**config.mk**
```make
export PLATFORM = sky130hd
export DESIGN_NAME = ssd_timer_top
export DESIGN_NICKNAME = d
export VERILOG_FILES = /design/src/common/ssd_pkg.sv /design/src/design/apb_timer_regs.sv /design/src/design/timer_counter.sv /design/src/design/ssd_digit_encoder.sv /design/src/spi/spi_clock_divider.sv /design/src/spi/ssd_spi_master.sv /design/src/design/ssd_timer_top.sv
export SDC_FILE = /design/constraint.sdc
export NUM_CORES = 1
export LEC_CHECK = 0
export BUFFER_PORTS_ARGS = -buffer_cell sky130_fd_sc_hd__buf_2
export CORE_AREA = 2 2 117 119
export CTS_BUF_LIST = sky130_fd_sc_hd__clkbuf_8
export DETAILED_ROUTE_END_ITERATION = 8
export DIE_AREA = 0 0 119 121
export PLACE_DENSITY = 0.78
export SETUP_SLACK_MARGIN = 0.15
export SLEW_MARGIN = 20
export SYNTH_ARGS = -nofsm -noshare
export SYNTH_HDL_FRONTEND = slang
export SYNTH_SLANG_ARGS = --single-unit
```
**constraint.sdc**
```tcl
create_clock -name clk -period 8.2 [get_ports clk]
set_input_delay 0.41 -clock clk [delete_from_list [all_inputs] [get_ports clk]]
set_output_delay 0.41 -clock clk [all_outputs]
set_load 0.05 [all_outputs]
```
**src/common/ssd_pkg.sv**
```systemverilog
// Shared types and constants for the seven-segment timer.
// Timer range is 0:00 to 7:59, so minutes fit in 3 bits.
// Display command bytes follow the serial 7-segment display command set.
// Segment bit 0 is segment a, bit 6 is segment g, bit 7 stays 0.
`default_nettype none

package ssd_pkg;

    // Current or loaded timer value, minutes:tens:seconds
    typedef struct packed {
        logic [2:0] min;      // 0 to 7
        logic [2:0] sec_ten;  // 0 to 5
        logic [3:0] sec_one;  // 0 to 9
    } timer_value_t;

    typedef enum logic {
        dir_up   = 1'b0,
        dir_down = 1'b1
    } count_dir_t;

    // Byte addresses on the 8-bit APB paddr
    typedef enum logic [7:0] {
        addr_ctrl   = 8'h00,
        addr_load   = 8'h04,
        addr_value  = 8'h08,
        addr_status = 8'h0C
    } reg_addr_t;

    // Seven-segment bitmap, gfedcba in bits 6:0
    typedef logic [7:0] seg_t;

    // Setup sequence
    localparam logic [7:0] cmd_reset   = 8'h76;  // Clear display
    localparam logic [7:0] cmd_decimal = 8'h77;  // Decimal point control
    localparam logic [7:0] dp_colon    = 8'h10;  // Colon on, all points off

    // Digit position commands, one per refreshed digit
    localparam logic [7:0] cmd_digit2 = 8'h7C;  // Minutes
    localparam logic [7:0] cmd_digit3 = 8'h7D;  // Tens of seconds
    localparam logic [7:0] cmd_digit4 = 8'h7E;  // Seconds

endpackage

`default_nettype wire

```
**src/design/apb_timer_regs.sv**
```systemverilog
// APB slave for the timer. No wait states and no error responses.
// Clear and load are one-cycle pulses issued on the write edge.
// Done is sticky; any write to the control register clears it.
// Read data is a combinational mux, valid in the access phase.
`timescale 1ns/1ps
`default_nettype none

module apb_timer_regs (
    input  logic                 clk,
    input  logic                 nrst,
    input  logic                 psel,
    input  logic                 penable,
    input  logic                 pwrite,
    input  logic [7:0]           paddr,
    input  logic [31:0]          pwdata,
    output logic [31:0]          prdata,
    output logic                 pready,
    output logic                 pslverr,
    input  ssd_pkg::timer_value_t value,
    input  logic                 reach_zero,
    output logic                 run,
    output ssd_pkg::count_dir_t  dir,
    output logic                 disp_enable,
    output logic                 load,
    output ssd_pkg::timer_value_t load_value,
    output logic                 clear
);
    ssd_pkg::reg_addr_t addr;
    logic wr_en;
    logic done;

    assign addr    = ssd_pkg::reg_addr_t'(paddr);
    assign wr_en   = psel && penable && pwrite;  // Access phase write
    assign pready  = 1'b1;
    assign pslverr = 1'b0;

    always_ff @(posedge clk, negedge nrst) begin
        if (!nrst) begin
            run         <= 1'b0;
            dir         <= ssd_pkg::dir_up;
            disp_enable <= 1'b0;
            load        <= 1'b0;
            clear       <= 1'b0;
            done        <= 1'b0;
        end else begin
            load  <= 1'b0;
            clear <= 1'b0;
            if (wr_en && addr == ssd_pkg::addr_ctrl) begin
                run         <= pwdata[0];
                dir         <= ssd_pkg::count_dir_t'(pwdata[1]);
                disp_enable <= pwdata[2];
                clear       <= pwdata[3];  // Self-clearing
            end
            if (wr_en && addr == ssd_pkg::addr_load) begin
                load <= 1'b1;
            end
            if (reach_zero) begin
                done <= 1'b1;  // Set wins over a clearing write
            end else if (wr_en && addr == ssd_pkg::addr_ctrl) begin
                done <= 1'b0;
            end
        end
    end

    always_ff @(posedge clk) begin
        if (wr_en && addr == ssd_pkg::addr_load) begin
            load_value <= ssd_pkg::timer_value_t'(pwdata[9:0]);
        end
    end

    always_comb begin
        prdata = '0;
        if (psel && !pwrite) begin
            case (addr)
                ssd_pkg::addr_ctrl:   prdata[2:0] = {disp_enable, dir, run};  // Clear reads 0
                ssd_pkg::addr_value:  prdata[9:0] = value;
                ssd_pkg::addr_status: prdata[0]   = done;
                default:              prdata      = '0;  // Load is write-only
            endcase
        end
    end

endmodule

`default_nettype wire

```
**src/design/timer_counter.sv**
```systemverilog
// One-second prescaler and minutes:seconds up/down counter.
// tick_div is clocks per second and must be 2 or more.
// Up count wraps 7:59 to 0:00. Down count stops at 0:00.
// Load wins over a tick in the same cycle; clear wins over both.
`timescale 1ns/1ps
`default_nettype none

module timer_counter #(
    parameter logic [15:0] tick_div = 16'd1000
) (
    input  logic                  clk,
    input  logic                  nrst,
    input  logic                  run,
    input  ssd_pkg::count_dir_t   dir,
    input  logic                  load,
    input  ssd_pkg::timer_value_t load_value,
    input  logic                  clear,
    output ssd_pkg::timer_value_t value,
    output logic                  reach_zero
);
    logic [15:0] pre_cnt;
    logic count_en;
    logic tick;
    ssd_pkg::timer_value_t next_val;

    // Prescaler parks once a down count sits at zero
    assign count_en = run && !(dir == ssd_pkg::dir_down && value == '0);
    assign tick     = count_en && (pre_cnt == tick_div - 16'd1);

    always_comb begin
        next_val = value;
        if (dir == ssd_pkg::dir_up) begin
            if (value.sec_one < 4'd9) begin
                next_val.sec_one = value.sec_one + 4'd1;
            end else begin
                next_val.sec_one = 4'd0;
                if (value.sec_ten < 3'd5) begin
                    next_val.sec_ten = value.sec_ten + 3'd1;
                end else begin
                    next_val.sec_ten = 3'd0;
                    next_val.min     = value.min + 3'd1;  // 7 wraps to 0
                end
            end
        end else if (value != '0) begin
            if (value.sec_one != 4'd0) begin
                next_val.sec_one = value.sec_one - 4'd1;
            end else begin
                next_val.sec_one = 4'd9;
                if (value.sec_ten != 3'd0) begin
                    next_val.sec_ten = value.sec_ten - 3'd1;
                end else begin
                    next_val.sec_ten = 3'd5;
                    next_val.min     = value.min - 3'd1;
                end
            end
        end
    end

    always_ff @(posedge clk, negedge nrst) begin
        if (!nrst) begin
            pre_cnt    <= '0;
            value      <= '0;
            reach_zero <= 1'b0;
        end else begin
            reach_zero <= 1'b0;
            if (clear) begin
                pre_cnt <= '0;
                value   <= '0;
            end else begin
                if (count_en) begin
                    pre_cnt <= tick ? 16'd0 : pre_cnt + 16'd1;
                end
                if (load) begin
                    value <= load_value;
                end else if (tick) begin
                    value      <= next_val;
                    reach_zero <= (dir == ssd_pkg::dir_down) && (next_val == '0);
                end
            end
        end
    end

endmodule

`default_nettype wire

```
**src/design/ssd_digit_encoder.sv**
```systemverilog
// Decimal digit to seven-segment bitmap, purely combinational.
// Values above 9 blank the digit.
`timescale 1ns/1ps
`default_nettype none

module ssd_digit_encoder (
    input  logic [3:0]    digit,
    output ssd_pkg::seg_t seg
);

    // Active-high segments, gfedcba
    always_comb begin
        case (digit)
            4'd0:    seg = 8'h3F;
            4'd1:    seg = 8'h06;
            4'd2:    seg = 8'h5B;
            4'd3:    seg = 8'h4F;
            4'd4:    seg = 8'h66;
            4'd5:    seg = 8'h6D;
            4'd6:    seg = 8'h7D;
            4'd7:    seg = 8'h07;
            4'd8:    seg = 8'h7F;
            4'd9:    seg = 8'h6F;
            default: seg = 8'h00;  // Blank
        endcase
    end

endmodule

`default_nettype wire

```
**src/spi/spi_clock_divider.sv**
```systemverilog
// SCK edge enable generator. sck_half is clocks per half period, 1 or more.
// Held at zero while sck_clear is high; the first pulse afterwards is a rise.
`timescale 1ns/1ps
`default_nettype none

module spi_clock_divider #(
    parameter logic [7:0] sck_half = 8'd4
) (
    input  logic clk,
    input  logic nrst,
    input  logic sck_clear,
    output logic sck_rise,
    output logic sck_fall
);
    logic [7:0] half_cnt;
    logic phase;  // 0 means next edge is a rise

    always_ff @(posedge clk, negedge nrst) begin
        if (!nrst) begin
            half_cnt <= '0;
            phase    <= 1'b0;
            sck_rise <= 1'b0;
            sck_fall <= 1'b0;
        end else if (sck_clear) begin
            half_cnt <= '0;
            phase    <= 1'b0;
            sck_rise <= 1'b0;
            sck_fall <= 1'b0;
        end else begin
            sck_rise <= 1'b0;
            sck_fall <= 1'b0;
            if (half_cnt == sck_half - 8'd1) begin
                half_cnt <= '0;
                phase    <= ~phase;
                sck_rise <= ~phase;
                sck_fall <= phase;
            end else begin
                half_cnt <= half_cnt + 8'd1;
            end
        end
    end

endmodule

`default_nettype wire

```
**src/spi/ssd_spi_master.sv**
```systemverilog
// SPI mode 0 master for the serial seven-segment display with MOSI only.
// Sends reset and colon setup once, then refreshes three digits forever.
// Bitmaps are latched at the start of every refresh loop.
// Dropping enable returns to idle in one cycle and clears the divider.
`timescale 1ns/1ps
`default_nettype none

module ssd_spi_master (
    input  logic                clk,
    input  logic                nrst,
    input  logic                enable,
    input  ssd_pkg::seg_t [2:0] digits,  // 0 min, 1 tens, 2 seconds
    input  logic                sck_rise,
    input  logic                sck_fall,
    output logic                sck_clear,
    output logic                ss,
    output logic                sck,
    output logic                sdi
);
    typedef enum logic [4:0] {
        idle       = 5'd0,
        load_1     = 5'd1,
        sent_rst_1 = 5'd2,
        wait_rst_1 = 5'd3,
        sent_cln_1 = 5'd4,
        wait_cln_1 = 5'd5,
        sent_cln_2 = 5'd6,
        wait_cln_2 = 5'd7,
        sent_cmd_2 = 5'd8,
        wait_cmd_2 = 5'd9,
        sent_dig_2 = 5'd10,
        wait_dig_2 = 5'd11,
        sent_cmd_3 = 5'd12,
        wait_cmd_3 = 5'd13,
        sent_dig_3 = 5'd14,
        wait_dig_3 = 5'd15,
        sent_cmd_4 = 5'd16,
        wait_cmd_4 = 5'd17,
        sent_dig_4 = 5'd18,
        wait_dig_4 = 5'd19,
        load_2     = 5'd20
    } state_t;

    state_t state, nxt_state;
    logic [3:0] sck_sent, nxt_sck_sent;  // Bits sent, then falls waited
    logic [47:0] shift_reg, nxt_shift_reg;
    logic [47:0] frame_data;
    logic [7:0] setup_byte;
    logic is_setup;
    logic tx_bit;
    logic nxt_ss, nxt_sck, nxt_sdi;

    assign frame_data = {ssd_pkg::cmd_digit2, digits[0],
                         ssd_pkg::cmd_digit3, digits[1],
                         ssd_pkg::cmd_digit4, digits[2]};

    assign is_setup = (state == sent_rst_1) || (state == sent_cln_1) || (state == sent_cln_2);

    always_comb begin
        case (state)
            sent_rst_1: setup_byte = ssd_pkg::cmd_reset;
            sent_cln_1: setup_byte = ssd_pkg::cmd_decimal;
            default:    setup_byte = ssd_pkg::dp_colon;
        endcase
    end

    // MSB first
    assign tx_bit = is_setup ? setup_byte[3'd7 - sck_sent[2:0]] : shift_reg[47];

    always_ff @(posedge clk, negedge nrst) begin
        if (!nrst) begin
            state    <= idle;
            sck_sent <= '0;
            ss       <= 1'b1;
            sck      <= 1'b0;
            sdi      <= 1'b0;
        end else begin
            state    <= nxt_state;
            sck_sent <= nxt_sck_sent;
            ss       <= nxt_ss;
            sck      <= nxt_sck;
            sdi      <= nxt_sdi;
        end
    end

    always_ff @(posedge clk) begin
        shift_reg <= nxt_shift_reg;
    end

    always_comb begin
        nxt_state     = state;
        nxt_sck_sent  = sck_sent;
        nxt_shift_reg = shift_reg;
        nxt_ss        = ss;
        nxt_sck       = sck;
        nxt_sdi       = sdi;
        sck_clear     = 1'b0;
        if (!enable) begin
            nxt_state    = idle;
            nxt_sck_sent = '0;
            nxt_ss       = 1'b1;
            nxt_sck      = 1'b0;
            nxt_sdi      = 1'b0;
            sck_clear    = 1'b1;
        end else begin
            case (state)
                idle, load_1, load_2: begin
                    sck_clear    = 1'b1;
                    nxt_sck_sent = '0;
                    nxt_ss       = 1'b1;
                    nxt_sck      = 1'b0;
                    nxt_sdi      = 1'b0;
                    if (state == idle) begin
                        nxt_state = load_1;
                    end else begin
                        nxt_shift_reg = frame_data;
                        nxt_state     = (state == load_1) ? sent_rst_1 : sent_cmd_2;
                    end
                end
                sent_rst_1, sent_cln_1, sent_cln_2, sent_cmd_2, sent_dig_2,
                sent_cmd_3, sent_dig_3, sent_cmd_4, sent_dig_4: begin
                    nxt_ss = 1'b0;
                    if (sck_fall) begin
                        nxt_sck = 1'b0;
                        if (sck_sent == 4'd8) begin
                            nxt_state    = state_t'(state + 5'd1);
                            nxt_sck_sent = '0;
                        end else begin
                            nxt_sck_sent = sck_sent + 4'd1;
                            nxt_sdi      = tx_bit;
                            if (!is_setup) begin
                                nxt_shift_reg = {shift_reg[46:0], 1'b0};
                            end
                        end
                    end else if (sck_rise && sck_sent != 4'd0) begin
                        nxt_sck = 1'b1;  // First rise only aligns the phase
                    end
                end
                wait_rst_1, wait_cln_1, wait_cln_2, wait_cmd_2, wait_dig_2,
                wait_cmd_3, wait_dig_3, wait_cmd_4, wait_dig_4: begin
                    nxt_sdi = 1'b0;
                    // Keep ss low between a command and its data
                    nxt_ss  = !((state == wait_cln_1) || (state == wait_cmd_2) ||
                                (state == wait_cmd_3) || (state == wait_cmd_4));
                    if (sck_fall) begin
                        if (sck_sent == 4'd15) begin
                            nxt_sck_sent = '0;
                            nxt_state    = state_t'(state + 5'd1);  // wait_dig_4 goes to load_2
                        end else begin
                            nxt_sck_sent = sck_sent + 4'd1;
                        end
                    end
                end
                default: begin
                    nxt_state = idle;
                    sck_clear = 1'b1;
                end
            endcase
        end
    end

endmodule

`default_nettype wire

```
**src/design/ssd_timer_top.sv**
```systemverilog
// Timer top level: APB registers, counter, digit encoders, SPI display path.
// tick_div is clocks per second (2 or more), sck_half clocks per SCK half (1 or more).
// No MISO; the display is write-only.
`timescale 1ns/1ps
`default_nettype none

module ssd_timer_top #(
    parameter logic [15:0] tick_div = 16'd50000,
    parameter logic [7:0]  sck_half = 8'd25
) (
    input  logic        clk,
    input  logic        nrst,
    input  logic        psel,
    input  logic        penable,
    input  logic        pwrite,
    input  logic [7:0]  paddr,
    input  logic [31:0] pwdata,
    output logic [31:0] prdata,
    output logic        pready,
    output logic        pslverr,
    output logic        ss,
    output logic        sck,
    output logic        sdi
);
    logic run, disp_enable, load, clear, reach_zero;
    ssd_pkg::count_dir_t dir;
    ssd_pkg::timer_value_t load_value, value;
    logic [2:0][3:0] digit_val;
    ssd_pkg::seg_t [2:0] digit_seg;
    logic sck_clear, sck_rise, sck_fall;

    apb_timer_regs u_regs (
        .clk(clk), .nrst(nrst),
        .psel(psel), .penable(penable), .pwrite(pwrite), .paddr(paddr), .pwdata(pwdata),
        .prdata(prdata), .pready(pready), .pslverr(pslverr),
        .value(value), .reach_zero(reach_zero),
        .run(run), .dir(dir), .disp_enable(disp_enable),
        .load(load), .load_value(load_value), .clear(clear)
    );

    timer_counter #(.tick_div(tick_div)) u_counter (
        .clk(clk), .nrst(nrst), .run(run), .dir(dir),
        .load(load), .load_value(load_value), .clear(clear),
        .value(value), .reach_zero(reach_zero)
    );

    assign digit_val[0] = {1'b0, value.min};
    assign digit_val[1] = {1'b0, value.sec_ten};
    assign digit_val[2] = value.sec_one;

    for (genvar i = 0; i < 3; i++) begin : g_digit
        ssd_digit_encoder u_enc (.digit(digit_val[i]), .seg(digit_seg[i]));
    end

    spi_clock_divider #(.sck_half(sck_half)) u_sck_div (
        .clk(clk), .nrst(nrst), .sck_clear(sck_clear),
        .sck_rise(sck_rise), .sck_fall(sck_fall)
    );

    ssd_spi_master u_master (
        .clk(clk), .nrst(nrst), .enable(disp_enable), .digits(digit_seg),
        .sck_rise(sck_rise), .sck_fall(sck_fall), .sck_clear(sck_clear),
        .ss(ss), .sck(sck), .sdi(sdi)
    );

endmodule

`default_nettype wire

```
# Yosys cells after proc, flatten, opt, wreduce, memory -nomap -nowiden
# Memories as Yosys holds them, arrays and structs flattened.
# Index checks and enable logic that the tools add are counted.
dict set report op_classes {
  shift 0
  order_cmp 3
  addsub 11
  reduce_logical 41
  div_mod_pow 0
  mux 70
  n_eq_ne 40
  bitwise_logic 1
  multipliers 0
}
# operator n
set ops {}
lappend ops {{two-way mux 48 bit} 4}
lappend ops {{one-hot mux 48 bit (2 select lines)} 1}
lappend ops {{two-way mux 10 bit} 6}
lappend ops {{two-way mux 16 bit} 3}
lappend ops {{== test 5 x 4 -> 1 bit, second input constant} 8}
lappend ops {{two-way mux 4 bit} 8}
lappend ops {{two-way mux 5 bit} 6}
lappend ops {{== test 5 bit, second input constant} 5}
lappend ops {{two-way mux 1 bit} 24}
lappend ops {{== test 5 x 3 -> 1 bit, second input constant} 4}
lappend ops {{zero test 10 bit} 2}
lappend ops {{OR reduction 18 bit} 1}
lappend ops {{OR reduction 9 bit} 2}
lappend ops {{adder 16 x 1 -> 16 bit, second input constant} 1}
lappend ops {{== test 16 bit, second input constant} 1}
lappend ops {{== test 8 x 4 -> 1 bit, second input constant} 2}
lappend ops {{two-way mux 8 bit} 2}
lappend ops {{one-hot mux 5 bit (3 select lines)} 1}
lappend ops {{one-hot mux 7 bit (2 select lines)} 1}
lappend ops {{two-way mux 3 bit} 4}
lappend ops {{two-way mux 6 bit} 2}
lappend ops {{one-hot mux 4 bit (3 select lines)} 1}
lappend ops {{OR reduction 12 bit} 1}
lappend ops {{== test 5 x 2 -> 1 bit, second input constant} 2}
lappend ops {{40 further kinds} 74}
dict set report word_totals {
  mem_bits_ro 336
  in_bits 45
  register_bits 114
  latch_bits 0
  mem_count 3
  output_inout_bits 37
  ramBits 0
}
# memory depth word_bits rd rd_ports_with_merged_regs write_ports line_no
set memory_table {}
lappend memory_table {{(name not given)} 16 7 1 0 0 ssd_digit_encoder.sv:13} ;# case (digit)
lappend memory_table {{(name not given)} 16 7 1 0 0 ssd_digit_encoder.sv:13}
lappend memory_table {{(name not given)} 16 7 1 0 0 ssd_digit_encoder.sv:13}

# Depth between registers and ports, before layout
dict set report depth {
  depth_word 10
  ltp_mapped 10
  depth_no_buf 8
}

# Hierarchy
# Synthesis repeated with hierarchy kept, for this count alone.
dict set report unflattened {
  cells_unflattened 759
  hier_area_um2 7293.2
}
# mod seq_area_each_um2 cells_each area_each_um2 n_inst
set modules_own_cells {}
lappend modules_own_cells {ssd_spi_master 1742.9 285 3032.9 1}
lappend modules_own_cells {timer_counter 675.6 260 2167.1 1}
lappend modules_own_cells {apb_timer_regs 450.4 76 890.9 1}
lappend modules_own_cells {spi_clock_divider 275.3 49 525.5 1}
lappend modules_own_cells {{ssd_digit_encoder at g_digit[0].u_enc ...} 0.0 30 230.2 2}
lappend modules_own_cells {{ssd_digit_encoder at g_digit[1].u_enc} 0.0 28 212.7 1}
lappend modules_own_cells {ssd_timer_top 0.0 1 3.8 1}

# Worst setup path after synthesis
# OpenSTA, ideal clock, no wires.
dict set report synth_path {
  path_kind {register to register}
  startpoint {reg u_master.state[0]}
  endpoint {reg u_master.shift_reg[0], enable pin}
  setup_ns 0.411
  required_time_ns 7.789
  slack_ns 5.094
  stages_incl_launch_ff 10
  t_arrival_ns 2.695
  cell_sequence {dfrtp_1 -> inv_1 -> ha_1 -> clkbuf_1 -> o31a_1 -> o21a_1 -> buf_4 -> nand2_1 -> o21ai_0 -> and3_1}
}
dict set report synth_via {
  elab_chain_len 5
  elab_cells_between_ends 22
}
# element line_no
set synth_rtl {}
lappend synth_rtl {{start, declared} ssd_spi_master.sv:44} ;# state_t state, nxt_state;
lappend synth_rtl {{start signal, assigned} ssd_spi_master.sv:72} ;# state <= idle;
lappend synth_rtl {{start signal, assigned} ssd_spi_master.sv:78} ;# state <= nxt_state;
lappend synth_rtl {{branches (longest 4 deep; another with OR reduction 9 bit)} -}
lappend synth_rtl {{AND reduction 6 bit (no source line) (*)} -}
lappend synth_rtl {{end signal, assigned} ssd_spi_master.sv:87} ;# shift_reg <= nxt_shift_reg;
lappend synth_rtl {{end, declared} ssd_spi_master.sv:46} ;# logic [47:0] shift_reg, nxt_shift_reg;
# Every way passes the cells marked *.
# A chain may end at the register's enable or synchronous reset.

# Worst setup path after layout
dict set report layout_path {
  startpoint {reg u_master.state[2]}
  endpoint {reg u_master.shift_reg[4], enable pin}
}
# Same word-level chain as after synthesis.

==> run metrics <==
arrival time worst endpoint 3.31 ns; critical path class register to register; max reg flops 48; CTS sink count 114; largest net degree at the start of global routing 57; fillcell total 1090; most instantiated library cell after synthesis nor2_1; vias in the first global route 4644; PortBufs 35; Post-synth EDFFs 58; layout cell share with drive strength beyond 1 12.9%; Final setup viols 0; sequential fraction of the synthesis area 49.2%; cell count after synthesis 642; first-pass GRT wire length 21900 um; Power Dens Cells 233 nW/um^2; startpoint types register; Num CTS Buffers 17; WL per Instance 15.0 um; drt drc 0; die height 121 um; unrepaired setup endpoints after global routing false; Worst-path clk slew 0.07 ns; hpwl dp 8920 um; Hold Buf Count CTS 0; Max Slew Vio Count 0; status complete, no violations; Place WS 4.33 ns; FF-to-FF End u_master.shift_reg[4]; most instantiated cells after synthesis nor2_1 (60), edfxtp_1 (58), nand2_1 (58); via count 4790; Ys Warns 0; syn avg cell area 9.95 sq um; number of routed nets with antenna violations 0; Rel. slew slack 30.7%; final hold vios 0; post_cts resized 0; Setup WS post-layout 4.93 ns; Peak VDD IR 0.138 mV; Util after Layout 53.6%; H-tree depth 4; Final Cycle Share 39.9%; Reg2Reg Launch Point u_master.state[2]; Detailed Routing Iterations Pass 1 7; post-CTS setup buffers 0; CTS tree done; Pleak 2.99 nW; initial antenna violation count 0; nets 743; Worst Path Max Fanout 48; die footprint 14400 sq um; fmax 0.306 GHz; Post-Place Cell Area 6600 sq um; crit path time final 3.27 ns; CTS Root Cell clkbuf_8; io pins 82; Final Power 1.63 mW; Rows 42; DRT Wirelength 12900 um; Clock Tree Buf Depth 2; Yosys top cell by area edfxtp_1; clock latency on the worst-skew pair 0.43 ns; Mapped Area 6390 sq um; Synth Register Bits 114; Yosys top cell area share 27.3%; Yosys cell types 67; GRT Total Usage 18.7%; Worst Path Required 8.24 ns; final global-route overflow total 0; vias per cell 5.59; crit path to u_master.shift_reg[4]; worst-margin pin slew 1.04 ns; clk_skew 0.00868 ns; core footprint 13100 sq um; max_cap viols 0; r2r worst-path depth 6; cell area after layout 7010 sq um; Area Growth Syn to Fin 9.79%; initial cell density of the core 48.8%; die width 119 um; Fin Setup TNS 0 ns; Post-synth ARST share 49.1%; RePlAce Congestion 0.865; R2R Setup Slk 4.93 ns; min-delay worst type primary input to asynchronous set/reset pin; Synth area leaders edfxtp_1 (27%), dfrtp_1 (22%), ha_1 (5.9%); drt initial violations 393; Worst setup startpoint u_master.state[2]; area of the multi-input gates 2920 sq um; crit end category register; Ant. Diodes 0; dominant synthesized flop cell edfxtp_1; register area 3140 sq um
cells by family (layout without fill, tap and decap cells):
group                      after synthesis  in the layout  share of synthesized area (%)
and+or+nand+nor                        234            234                           18.8
AOI/OAI and AO/OA                      148            148                           15.2
DFF                                    114            114                           49.2
buffers and inverters                   87            104                           6.78
adders and majority gates               30             30                           5.88
xor gates and xnor gates                16             16                           2.19
muxes                                   11             11                           1.74
other                                    2             24                          0.118
routing by layer:
metal	global-route usage [%]	vias to the layer above	wire (um)
li1	-	2301	-
met1	24.2	2332	5710
met2	31.8	132	6480
met3	4.18	25	485
met4	5.21	0	211
met5	0	-	0
worst max-delay path, cell delays in order, from the launching register on:
cell	delay, ns
dfrtp_1	0.54
o21ai_0	0.65
o21a_1	0.21
buf_4	0.38
nand2_1	0.09
o21ai_0	0.08
and3_2	0.90
layout make-up:
class / count / area share, %
clock inverters: 15 / 2.37
repair buffers: 40 / 3.03
flip-flops and latches: 114 / 44.8
inverters: 32 / 1.71
multi-input cells: 463 / 41.6
clock buffers: 17 / 3.34
well taps: 176 / 3.14
report_power, final:
group | switching (mW) | internal (mW) | total, mW
Combinational | 0.260 | 0.141 | 0.401
Sequential | 0.0399 | 0.661 | 0.701
Clock | 0.235 | 0.297 | 0.532
Total | 0.535 | 1.10 | 1.63
cells in the final DEF (no fill, tap or decap), types with 11 or more instances in the layout:
cell type | Yosys | routed
dfrtp_1 | 55 | 55
xor2_1 | 11 | 11
conb_1 | 2 | 24
nand2b_1 | 21 | 21
nand2_1 | 58 | 58
edfxtp_1 | 58 | 58
a21oi_1 | 23 | 23
and2_1 | 13 | 13
o21ai_0 | 46 | 46
a31oi_1 | 16 | 16
inv_1 | 32 | 32
nor2_1 | 60 | 60
clkbuf_8 | 0 | 17
buf_2 | 4 | 35
nand3_1 | 15 | 15
ha_1 | 30 | 30
per-stage QoR:
| stage | std cells | hold slack (ns) |
|---|---|---|
| floorplan | 664 | 0.114 |
| global placement | 825 | 0.427 |
| detailed placement | 825 | 0.430 |
| CTS | 857 | 0.135 |
| global route | 857 | 0.134 |
| finish | 857 | 0.108 |
how the worst min path moves through the flow:
stage	start	to	slack, ns	cells after the start
after floorplan	nrst	u_counter.pre_cnt[0]	0.11	0
after global placement	u_regs.load_value[4]	u_counter.value[4]	0.43	2
after detailed placement	u_counter.reach_zero	u_regs.done	0.43	1
after CTS	nrst	u_counter.value[6]	0.13	2
after global routing	pwdata[5]	u_regs.load_value[5]	0.13	1
final	nrst	u_counter.value[6]	0.11	2
No activity file was read; power rests on OpenSTA's default activity.
